**src/common/mem_consts.svh**
```systemverilog
`ifndef MEM_CONSTS_SVH
`define MEM_CONSTS_SVH

// word and byte address widths
`define MEM_DATA_W	32
`define MEM_ADDR_W	32
`define MEM_STRB_W	(`MEM_DATA_W / 8)

// ram depth in words
`define MEM_WORDS	1024
`define MEM_WORD_AW	10

// first byte address beyond the ram
`define MEM_BYTES	(`MEM_WORDS * `MEM_STRB_W)

`endif
```
**src/common/mem_pkg.sv**
```systemverilog
`default_nettype none

`include "mem_consts.svh"

package mem_pkg;

	// one decoded request, passed down the controller pipeline
	typedef struct packed {
		logic							wr;
		logic							err;
		logic	[`MEM_WORD_AW-1:0]		idx;
		logic	[`MEM_DATA_W-1:0]		wdata;
		logic	[`MEM_STRB_W-1:0]		strb;
	} mem_op_t;

	// one ram port access
	typedef struct packed {
		logic							en;
		logic	[`MEM_STRB_W-1:0]		we;
		logic	[`MEM_WORD_AW-1:0]		idx;
		logic	[`MEM_DATA_W-1:0]		wdata;
	} mem_port_t;

endpackage

`default_nettype wire

```
**src/common/axil_pkg.sv**
```systemverilog
`default_nettype none

`include "mem_consts.svh"

package axil_pkg;

	typedef enum logic [1:0] {
		AXIL_OKAY	= 2'b00,
		AXIL_SLVERR	= 2'b10
	} axil_resp_e;

	// write address channel
	typedef struct packed {
		logic	[`MEM_ADDR_W-1:0]	addr;
	} axil_aw_t;

	// write data channel
	typedef struct packed {
		logic	[`MEM_DATA_W-1:0]	data;
		logic	[`MEM_STRB_W-1:0]	strb;
	} axil_w_t;

	// write response channel
	typedef struct packed {
		axil_resp_e					resp;
	} axil_b_t;

	// read address channel
	typedef struct packed {
		logic	[`MEM_ADDR_W-1:0]	addr;
	} axil_ar_t;

	// read data channel
	typedef struct packed {
		logic	[`MEM_DATA_W-1:0]	data;
		axil_resp_e					resp;
	} axil_r_t;

endpackage

`default_nettype wire

```
**src/bram_ctrl/axil_bram_ctrl.sv**
```systemverilog
`timescale 1ns/100ps
`default_nettype none

`include "mem_consts.svh"

module axil_bram_ctrl
	import axil_pkg::*;
	import mem_pkg::*;
(
	input	logic						clk,
	input	logic						rst,

	input	axil_aw_t					aw,
	input	logic						aw_valid,
	output	logic						aw_ready,
	input	axil_w_t					w,
	input	logic						w_valid,
	output	logic						w_ready,
	output	axil_b_t					b,
	output	logic						b_valid,
	input	logic						b_ready,
	input	axil_ar_t					ar,
	input	logic						ar_valid,
	output	logic						ar_ready,
	output	axil_r_t					r,
	output	logic						r_valid,
	input	logic						r_ready,

	output	mem_port_t					ram,
	input	logic	[`MEM_DATA_W-1:0]	ram_rdata
);

	mem_op_t	op;
	logic		op_valid;
	logic		op_ready;
	mem_op_t	res;
	logic		res_valid;
	logic		res_ready;

	axil_req_decode u_decode (
		.clk(clk),
		.rst(rst),
		.aw(aw),
		.aw_valid(aw_valid),
		.aw_ready(aw_ready),
		.w(w),
		.w_valid(w_valid),
		.w_ready(w_ready),
		.ar(ar),
		.ar_valid(ar_valid),
		.ar_ready(ar_ready),
		.op(op),
		.op_valid(op_valid),
		.op_ready(op_ready)
	);

	bram_port_exec u_exec (
		.clk(clk),
		.rst(rst),
		.op(op),
		.op_valid(op_valid),
		.op_ready(op_ready),
		.ram(ram),
		.res(res),
		.res_valid(res_valid),
		.res_ready(res_ready)
	);

	axil_resp_gen u_resp (
		.clk(clk),
		.rst(rst),
		.res(res),
		.res_valid(res_valid),
		.res_ready(res_ready),
		.ram_rdata(ram_rdata),
		.b(b),
		.b_valid(b_valid),
		.b_ready(b_ready),
		.r(r),
		.r_valid(r_valid),
		.r_ready(r_ready)
	);

endmodule

`default_nettype wire

```
**src/bram_ctrl/axil_resp_gen.sv**
```systemverilog
`timescale 1ns/100ps
`default_nettype none

`include "mem_consts.svh"

module axil_resp_gen
	import axil_pkg::*;
	import mem_pkg::*;
(
	input	logic						clk,
	input	logic						rst,

	input	mem_op_t					res,
	input	logic						res_valid,
	output	logic						res_ready,
	input	logic	[`MEM_DATA_W-1:0]	ram_rdata,

	output	axil_b_t					b,
	output	logic						b_valid,
	input	logic						b_ready,
	output	axil_r_t					r,
	output	logic						r_valid,
	input	logic						r_ready
);

	logic						hold_valid;
	logic						hold_wr;
	axil_resp_e					hold_resp;
	logic	[`MEM_DATA_W-1:0]	hold_data;
	logic						take;

	assign b_valid		= hold_valid & hold_wr;
	assign r_valid		= hold_valid & ~hold_wr;
	// single entry keeps b and r in request order
	assign res_ready	= ~hold_valid | (b_valid & b_ready) | (r_valid & r_ready);
	assign take			= res_valid & res_ready;

	assign b.resp	= hold_resp;
	assign r.resp	= hold_resp;
	assign r.data	= hold_data;

	always_ff @(posedge clk) begin
		if (rst) begin
			hold_valid <= 1'b0;
		end else begin
			if (take)
				hold_valid <= 1'b1;
			else if (res_ready)
				hold_valid <= 1'b0;
		end
	end

	always_ff @(posedge clk) begin
		if (take) begin
			hold_wr		<= res.wr;
			hold_resp	<= res.err ? AXIL_SLVERR : AXIL_OKAY;
			hold_data	<= res.err ? '0 : ram_rdata;
		end
	end

endmodule

`default_nettype wire

```
**src/bram_ctrl/bram_port_exec.sv**
```systemverilog
`timescale 1ns/100ps
`default_nettype none

module bram_port_exec
	import mem_pkg::*;
(
	input	logic		clk,
	input	logic		rst,

	input	mem_op_t	op,
	input	logic		op_valid,
	output	logic		op_ready,

	output	mem_port_t	ram,

	output	mem_op_t	res,
	output	logic		res_valid,
	input	logic		res_ready
);

	logic		take;

	assign op_ready	= ~res_valid | res_ready;
	assign take		= op_valid & op_ready;

	// ram is only touched on the accepting cycle, so a stalled read keeps its word
	always_comb begin
		ram.en		= take & ~op.err;
		ram.we		= (take && !op.err && op.wr) ? op.strb : '0;
		ram.idx		= op.idx;
		ram.wdata	= op.wdata;
	end

	always_ff @(posedge clk) begin
		if (rst) begin
			res_valid <= 1'b0;
		end else begin
			if (take)
				res_valid <= 1'b1;
			else if (res_ready)
				res_valid <= 1'b0;
		end
	end

	always_ff @(posedge clk) begin
		if (take)
			res <= op;
	end

endmodule

`default_nettype wire

```
**src/bram_ctrl/axil_req_decode.sv**
```systemverilog
`timescale 1ns/100ps
`default_nettype none

`include "mem_consts.svh"

module axil_req_decode
	import axil_pkg::*;
	import mem_pkg::*;
(
	input	logic		clk,
	input	logic		rst,

	input	axil_aw_t	aw,
	input	logic		aw_valid,
	output	logic		aw_ready,
	input	axil_w_t	w,
	input	logic		w_valid,
	output	logic		w_ready,
	input	axil_ar_t	ar,
	input	logic		ar_valid,
	output	logic		ar_ready,

	output	mem_op_t	op,
	output	logic		op_valid,
	input	logic		op_ready
);

	logic		run;
	logic		free;
	logic		last_wr;
	logic		aw_held;
	logic		w_held;
	axil_aw_t	aw_q;
	axil_w_t	w_q;
	axil_aw_t	cur_aw;
	axil_w_t	cur_w;
	logic		wr_req;
	logic		grant_wr;
	logic		grant_rd;
	mem_op_t	next_op;

	function automatic logic addr_err(input logic [`MEM_ADDR_W-1:0] a);
		addr_err = (a[`MEM_ADDR_W-1:16] != '0) || (a[15:0] >= 16'(`MEM_BYTES));
	endfunction

	// a write may be formed from a held half and a live half
	assign cur_aw	= aw_held ? aw_q : aw;
	assign cur_w	= w_held ? w_q : w;
	assign wr_req	= (aw_held | aw_valid) & (w_held | w_valid);

	assign free		= run & (~op_valid | op_ready);
	// alternate when both are pending, write first after reset
	assign grant_wr	= free & wr_req & (~ar_valid | ~last_wr);
	assign grant_rd	= free & ar_valid & (~wr_req | last_wr);

	assign aw_ready	= free & ~aw_held;
	assign w_ready	= free & ~w_held;
	assign ar_ready	= free & (~wr_req | last_wr);

	always_comb begin
		next_op.wr		= grant_wr;
		next_op.err		= grant_wr ? addr_err(cur_aw.addr) : addr_err(ar.addr);
		next_op.idx		= grant_wr ? cur_aw.addr[`MEM_WORD_AW+1:2] : ar.addr[`MEM_WORD_AW+1:2];
		next_op.wdata	= grant_wr ? cur_w.data : '0;
		next_op.strb	= grant_wr ? cur_w.strb : '0;
	end

	always_ff @(posedge clk) begin
		if (rst) begin
			run			<= 1'b0;
			op_valid	<= 1'b0;
			last_wr		<= 1'b0;
			aw_held		<= 1'b0;
			w_held		<= 1'b0;
		end else begin
			run <= 1'b1;
			if (grant_wr || grant_rd)
				op_valid <= 1'b1;
			else if (op_ready)
				op_valid <= 1'b0;
			if (grant_wr)
				last_wr <= 1'b1;
			else if (grant_rd)
				last_wr <= 1'b0;
			// park a half that arrived without its partner or lost arbitration
			if (grant_wr)
				aw_held <= 1'b0;
			else if (aw_valid && aw_ready)
				aw_held <= 1'b1;
			if (grant_wr)
				w_held <= 1'b0;
			else if (w_valid && w_ready)
				w_held <= 1'b1;
		end
	end

	always_ff @(posedge clk) begin
		if (aw_valid && aw_ready)
			aw_q <= aw;
		if (w_valid && w_ready)
			w_q <= w;
		if (grant_wr || grant_rd)
			op <= next_op;
	end

endmodule

`default_nettype wire

```
**config.mk**
```make
export PLATFORM = sky130hd
export DESIGN_NAME = axil_bram_ctrl
export DESIGN_NICKNAME = d
export VERILOG_FILES = /design/src/common/mem_pkg.sv /design/src/common/axil_pkg.sv /design/src/bram_ctrl/axil_bram_ctrl.sv /design/src/bram_ctrl/axil_resp_gen.sv /design/src/bram_ctrl/bram_port_exec.sv /design/src/bram_ctrl/axil_req_decode.sv
export VERILOG_INCLUDE_DIRS = /design/src /design/src/common
export SDC_FILE = /design/constraint.sdc
export NUM_CORES = 1
export LEC_CHECK = 0
export CAP_MARGIN = 20
export CORE_MARGIN = 2
export CORE_UTILIZATION = 58
export CTS_CLUSTER_SIZE = 28
export DETAILED_ROUTE_END_ITERATION = 8
export DONT_BUFFER_PORTS = 1
export PLACE_DENSITY = 0.82
export RECOVER_POWER = 100
export SYNTH_ARGS = -nofsm -noshare
export SYNTH_HDL_FRONTEND = slang
export SYNTH_HIERARCHICAL = 1
export SYNTH_SLANG_ARGS = --single-unit
```
**constraint.sdc**
```tcl
create_clock -name clk -period 4 [get_ports clk]
set_clock_uncertainty 0.15 [all_clocks]
set_input_delay 0.2 -clock clk [delete_from_list [all_inputs] [get_ports clk]]
set_output_delay 0.2 -clock clk [all_outputs]
set_load 0.03 [all_outputs]
```
==> report_table.html, run 1 <==
<table>
<tr><th>Metric</th><th>Value</th></tr>
<tr><th colspan="2">Logic synthesis</th></tr>
<tr><td>Average cell area after synthesis</td><td>15.0 sq um</td></tr>
<tr><td>Number of warnings printed during yosys synthesis</td><td>6</td></tr>
<tr><td>Cells after Synth</td><td>424</td></tr>
<tr><td>Mapped cell area</td><td>6380 sq um</td></tr>
<tr><th colspan="2">Placed design</th></tr>
<tr><td>Placed inst area</td><td>6210 sq um</td></tr>
<tr><td>Port Buf Inserts</td><td>0</td></tr>
<tr><td>Placer congestion estimate</td><td>0.726</td></tr>
<tr><td>Final HPWL from detailed placement</td><td>8070 um</td></tr>
<tr><th colspan="2">CTS</th></tr>
<tr><td>Clock Path Buffers</td><td>2</td></tr>
<tr><td>CTS H-tree lvls</td><td>4</td></tr>
<tr><td>Post-CTS Setup Repair Bufs</td><td>0</td></tr>
<tr><td>Root Buffer Master</td><td>sky130_fd_sc_hd__clkbuf_8</td></tr>
<tr><td>Number of hold buffers added after cts</td><td>109</td></tr>
<tr><td>Cts bufs inserted</td><td>17</td></tr>
<tr><td>Number of gates given a new drive strength after cts</td><td>0</td></tr>
<tr><th colspan="2">Die</th></tr>
<tr><td>Site row count</td><td>38</td></tr>
<tr><td>Height of the die</td><td>between 100 and 150 um</td></tr>
<tr><td>Num ports</td><td>between 200 and 250</td></tr>
<tr><td>Width of the die</td><td>109 um</td></tr>
<tr><td>Starting utilization of the core area</td><td>0.591</td></tr>
<tr><th colspan="2">Status</th></tr>
<tr><td>Outcome</td><td>did not finish</td></tr>
<tr><td>Failed at</td><td>clock tree synthesis (4_1_cts)</td></tr>
<tr><td>Error message</td><td>[ERROR RSZ-0060] Max buffer count reached.</td></tr>
</table>
-- per-stage QoR --
| step | std cells | setup WS, ps | hold WS [ps] |
|---|---|---|---|
| floorplan | 425 | 293 | 107 |
| global placement | 510 | 649 | 112 |
| detailed placement | 511 | 764 | 115 |
==> run 2: changes to the inputs <==
- CORE_UTILIZATION: 58 -> 40
- CTS_CLUSTER_SIZE: 28 -> unset
- PLACE_DENSITY: 0.82 -> unset
- PLACE_DENSITY_LB_ADDON: unset -> 0.15
- clock period: 4 -> 5.2 ns (I/O delays scaled with it)
==> report_table.html, run 2 <==
<table>
<tr><th>Metric</th><th>Value</th></tr>
<tr><th colspan="2">CTS</th></tr>
<tr><td>Clock edge transition at the registers on the reported setup and hold paths</td><td>approximately 60 ps</td></tr>
<tr><td>Clock Path Buffers</td><td>2 (unchanged)</td></tr>
<tr><td>Number of gates given a new drive strength after cts</td><td>0 (unchanged)</td></tr>
<tr><td>Post-CTS Setup Repair Bufs</td><td>0 (unchanged)</td></tr>
<tr><td>CTS H-tree lvls</td><td>4 (unchanged)</td></tr>
<tr><td>Source-to-sink clock delay at the later pin of the worst-skew pair</td><td>410 ps</td></tr>
<tr><td>Cts bufs inserted</td><td>17 (unchanged)</td></tr>
<tr><td>Root Buffer Master</td><td>sky130_fd_sc_hd__clkbuf_16</td></tr>
<tr><td>Number of clock sinks</td><td>157</td></tr>
<tr><td>CTS tree</td><td>built</td></tr>
<tr><th colspan="2">Worst setup path</th></tr>
<tr><td>RR Startpoint</td><td>u_decode/aw_held</td></tr>
<tr><td>Endpoint arrival time on the critical path</td><td>~3700 ps</td></tr>
<tr><td>Critical Path Stages</td><td>4</td></tr>
<tr><td>Worst Reg2Reg Path Length in Cells</td><td>4</td></tr>
<tr><td>Critical path class</td><td>flip-flop to flip-flop</td></tr>
<tr><td>Worst setup SP type</td><td>flip-flop</td></tr>
<tr><td>Source of the critical timing path</td><td>u_decode/aw_held</td></tr>
<tr><td>CP Max Fanout</td><td>35</td></tr>
<tr><td>Cell family contributing the most delay on the critical path</td><td>buffers and inverters</td></tr>
<tr><td>Worst-path cell chain</td><td>o22a_2 &gt; o211ai_1 &gt; inv_1 &gt; clkbuf_1</td></tr>
<tr><td>Cell with the largest stage delay on the worst path</td><td>sky130_fd_sc_hd__clkbuf_1</td></tr>
<tr><td>Worst-case register-to-register setup slack</td><td>1300 ps</td></tr>
<tr><td>Worst EP required</td><td>between 5000 and 6000 ps</td></tr>
<tr><td>Worst path buffer plus inverter count</td><td>2</td></tr>
<tr><td>CP Capture Point</td><td>u_decode/op[4]</td></tr>
<tr><td>Critical register-to-register path endpoint</td><td>u_decode/op[4]</td></tr>
<tr><td>Nature of the critical path endpoint</td><td>flip-flop</td></tr>
<tr><td>Maximum cell stage delay along the critical path</td><td>1480 ps</td></tr>
<tr><th colspan="2">Status</th></tr>
<tr><td>Outcome</td><td>finished with violations</td></tr>
<tr><td>Violations in the final reports</td><td>capacitance limit, slew limit</td></tr>
<tr><th colspan="2">STA</th></tr>
<tr><td>Number of failing setup endpoints in the final timing report</td><td>0</td></tr>
<tr><td>Setup WS post-layout</td><td>1300 ps</td></tr>
<tr><td>Time the worst path needs with I/O delays and setup</td><td>just under 4000 ps</td></tr>
<tr><td>Period utilisation layout</td><td>0.750</td></tr>
<tr><td>Unrepaired setup endpoints after global routing</td><td>false</td></tr>
<tr><td>Fin Hold WS</td><td>16.7 ps</td></tr>
<tr><td>Max frequency</td><td>256 MHz</td></tr>
<tr><td>TNS Setup</td><td>0 ps</td></tr>
<tr><td>Pin slew with the least headroom to its limit</td><td>2000 ps</td></tr>
<tr><td>Number of endpoints with negative hold slack in the final report</td><td>0</td></tr>
<tr><td>Headroom to the max-slew limit</td><td>-0.332</td></tr>
<tr><td>Final number of max-transition violations</td><td>135</td></tr>
<tr><th colspan="2">Power</th></tr>
<tr><td>Lkg Pwr</td><td>2.65 nW</td></tr>
<tr><td>Combinational Power Share</td><td>0.067</td></tr>
<tr><td>Clock network fraction of total power</td><td>0.399</td></tr>
<tr><td>Net switching power</td><td>0.624 mW</td></tr>
<tr><td>Switching power as a share of total power</td><td>0.217</td></tr>
<tr><td>Final Total Pwr</td><td>roughly 2.9 mW</td></tr>
<tr><td>IR Drop Worst-Case VDD</td><td>~0.22 mV</td></tr>
<tr><td>Pwr per Cell Area</td><td>364 nW/um^2</td></tr>
<tr><td>Internal portion of total power</td><td>2.25 mW</td></tr>
<tr><td>Part of the power in registers</td><td>0.534</td></tr>
<tr><th colspan="2">Logic synthesis</th></tr>
<tr><td>Average cell area after synthesis</td><td>15.0 sq um (unchanged)</td></tr>
<tr><td>Cells after Synth</td><td>424 (unchanged)</td></tr>
<tr><td>Mapped cell area</td><td>6380 sq um (unchanged)</td></tr>
<tr><td>Number of warnings printed during yosys synthesis</td><td>6 (unchanged)</td></tr>
<tr><th colspan="2">Route</th></tr>
<tr><td>Wire length per cell</td><td>17.6 um</td></tr>
<tr><td>Ratio of routed vias to standard cells</td><td>4.84</td></tr>
<tr><td>Antenna Violating Nets Remaining</td><td>0</td></tr>
<tr><td>Iteration-0 DRC count of the detailed router</td><td>between 150 and 200</td></tr>
<tr><td>Vias post-DR</td><td>3520</td></tr>
<tr><td>DRC violations left</td><td>0</td></tr>
<tr><td>First-pass DRT Iterations</td><td>4</td></tr>
<tr><td>Wire length after detailed routing</td><td>~13000 um</td></tr>
<tr><th colspan="2">Die</th></tr>
<tr><td>Area enclosed by the die boundary</td><td>17000 sq um</td></tr>
<tr><td>Starting utilization of the core area</td><td>0.406 (-0.185)</td></tr>
<tr><td>Num ports</td><td>227 (unchanged)</td></tr>
<tr><td>Site row count</td><td>46 (+21%)</td></tr>
<tr><td>Height of the die</td><td>130 um (+20%)</td></tr>
<tr><td>Core box area</td><td>15700 sq um</td></tr>
<tr><td>Width of the die</td><td>130 um (+20%)</td></tr>
<tr><th colspan="2">Final layout</th></tr>
<tr><td>Fin util</td><td>0.502</td></tr>
<tr><td>Largest registers ranked by flip-flop count</td><td>u_decode/op x48, u_decode/w_q x36, u_resp/hold_data x32</td></tr>
<tr><td>Combined flip-flop and latch cell area</td><td>4650 sq um</td></tr>
<tr><td>Fill count</td><td>roughly 1300</td></tr>
<tr><td>Commonest non-fill, non-tap cells in the layout</td><td>sky130_fd_sc_hd__edfxtp_1 (150), sky130_fd_sc_hd__dlygate4sd3_1 (111), sky130_fd_sc_hd__mux2i_1 (47), sky130_fd_sc_hd__nor2_1 (41), sky130_fd_sc_hd__nor2b_1 (34)</td></tr>
<tr><td>Synthesis-to-layout area growth</td><td>23.6%</td></tr>
<tr><td>Proportion of layout cells with a drive suffix above 1</td><td>0.0528</td></tr>
<tr><td>Number of inserted diodes</td><td>0</td></tr>
<tr><td>Register containing the most flip-flops in the final layout</td><td>u_decode/op</td></tr>
<tr><td>Post-route cell area</td><td>7880 sq um</td></tr>
<tr><td>Most common library cell in the layout ignoring fill and taps</td><td>sky130_fd_sc_hd__edfxtp_1</td></tr>
<tr><td>Post-route insts no fill</td><td>727</td></tr>
<tr><td>Max reg flops</td><td>48</td></tr>
<tr><td>Multi-input gate area</td><td>between 1000 and 1500 sq um</td></tr>
<tr><td>Number of nets in the finished design</td><td>about 640</td></tr>
<tr><th colspan="2">Placed design</th></tr>
<tr><td>Dpl cells</td><td>583 (+14%)</td></tr>
<tr><td>Placed inst area</td><td>6270 sq um (+0.93%)</td></tr>
<tr><td>Port Buf Inserts</td><td>0 (unchanged)</td></tr>
<tr><td>Dpl ws</td><td>1880 ps (+1110 ps)</td></tr>
<tr><td>Final HPWL from detailed placement</td><td>7690 um (-4.6%)</td></tr>
<tr><td>Placer congestion estimate</td><td>0.695 (-4.3%)</td></tr>
<tr><th colspan="2">Global routing</th></tr>
<tr><td>Vias in the first global route</td><td>3663</td></tr>
<tr><td>Wire length of the first global-routing pass</td><td>19300 um</td></tr>
<tr><td>Combined global-route utilization of all metal layers</td><td>0.152</td></tr>
<tr><td>Initial antenna violation count</td><td>0</td></tr>
<tr><td>Maximum number of pins on one net before global-route repair</td><td>49</td></tr>
<tr><td>GRT Residual Overflow</td><td>0</td></tr>
<tr><th colspan="2">Min path</th></tr>
<tr><td>Class of the most critical hold timing path</td><td>primary input to flip-flop</td></tr>
<tr><th colspan="2">Run</th></tr>
<tr><td>Number of maximum-capacitance violations</td><td>7</td></tr>
</table>
==> run 2: worst min-delay path by stage <==
| stage | from | end | slack, ps | cells past startpoint |
|---|---|---|---|---|
| floorplan | rst | u_decode/run | 170 | 1 |
| global placement | rst | u_decode/run | 170 | 1 |
| detailed placement | rst | u_decode/run | 180 | 1 |
| CTS | aw[3] | u_decode/op[37] | 6 | 2 |
| global route | r_ready | u_resp/hold_valid | 9 | 2 |
| finish | r_ready | u_resp/hold_valid | 20 | 2 |
==> run 2: timing repair <==
action / 4_1_cts / 5_1_grt
endpoints found under the hold margin: 151 / 0
endpoints found under the setup margin: 0 / 0
hold buffers: 111 / 0
==> run 2: power by group through the flow <==
stage / sequential [mW] / clock [mW] / combinational (mW)
finish: 1.53 / 1.15 / 0.192
global route: 1.54 / 1.22 / 0.212
CTS: 1.54 / 1.18 / 0.194
detailed placement: 1.56 / 0 / 0.120
global placement: 1.56 / 0 / 0.117
floorplan: 1.51 / 0 / 0.171
==> run 2: cell type report <==
type / instances / share of cell area
flip-flops and latches: 157 / 0.589
multi-input cells: 200 / 0.160
repair buffers: 117 / 0.145
inverters: 7 / 0.00333
clock buffers: 21 / 0.0559
well taps: 216 / 0.0343
clock inverters: 9 / 0.0124
==> run 2: per-layer routing <==
layer,GRT usage,wire length [um],vias to the layer above
met5,0,0,-
met4,0.0753,290,0
met3,0.0558,909,21
met2,0.247,6180,142
met1,0.179,5410,1704
li1,-,-,1653
==> run 2: worst reg2reg max path, stage by stage, from the launching register on <==
cell and delay [ps]:
sky130_fd_sc_hd__dfxtp_1 950, sky130_fd_sc_hd__o22a_2 270, sky130_fd_sc_hd__o211ai_1 130, sky130_fd_sc_hd__inv_1 460, sky130_fd_sc_hd__clkbuf_1 1480
(Power assumes the default switching activity.)
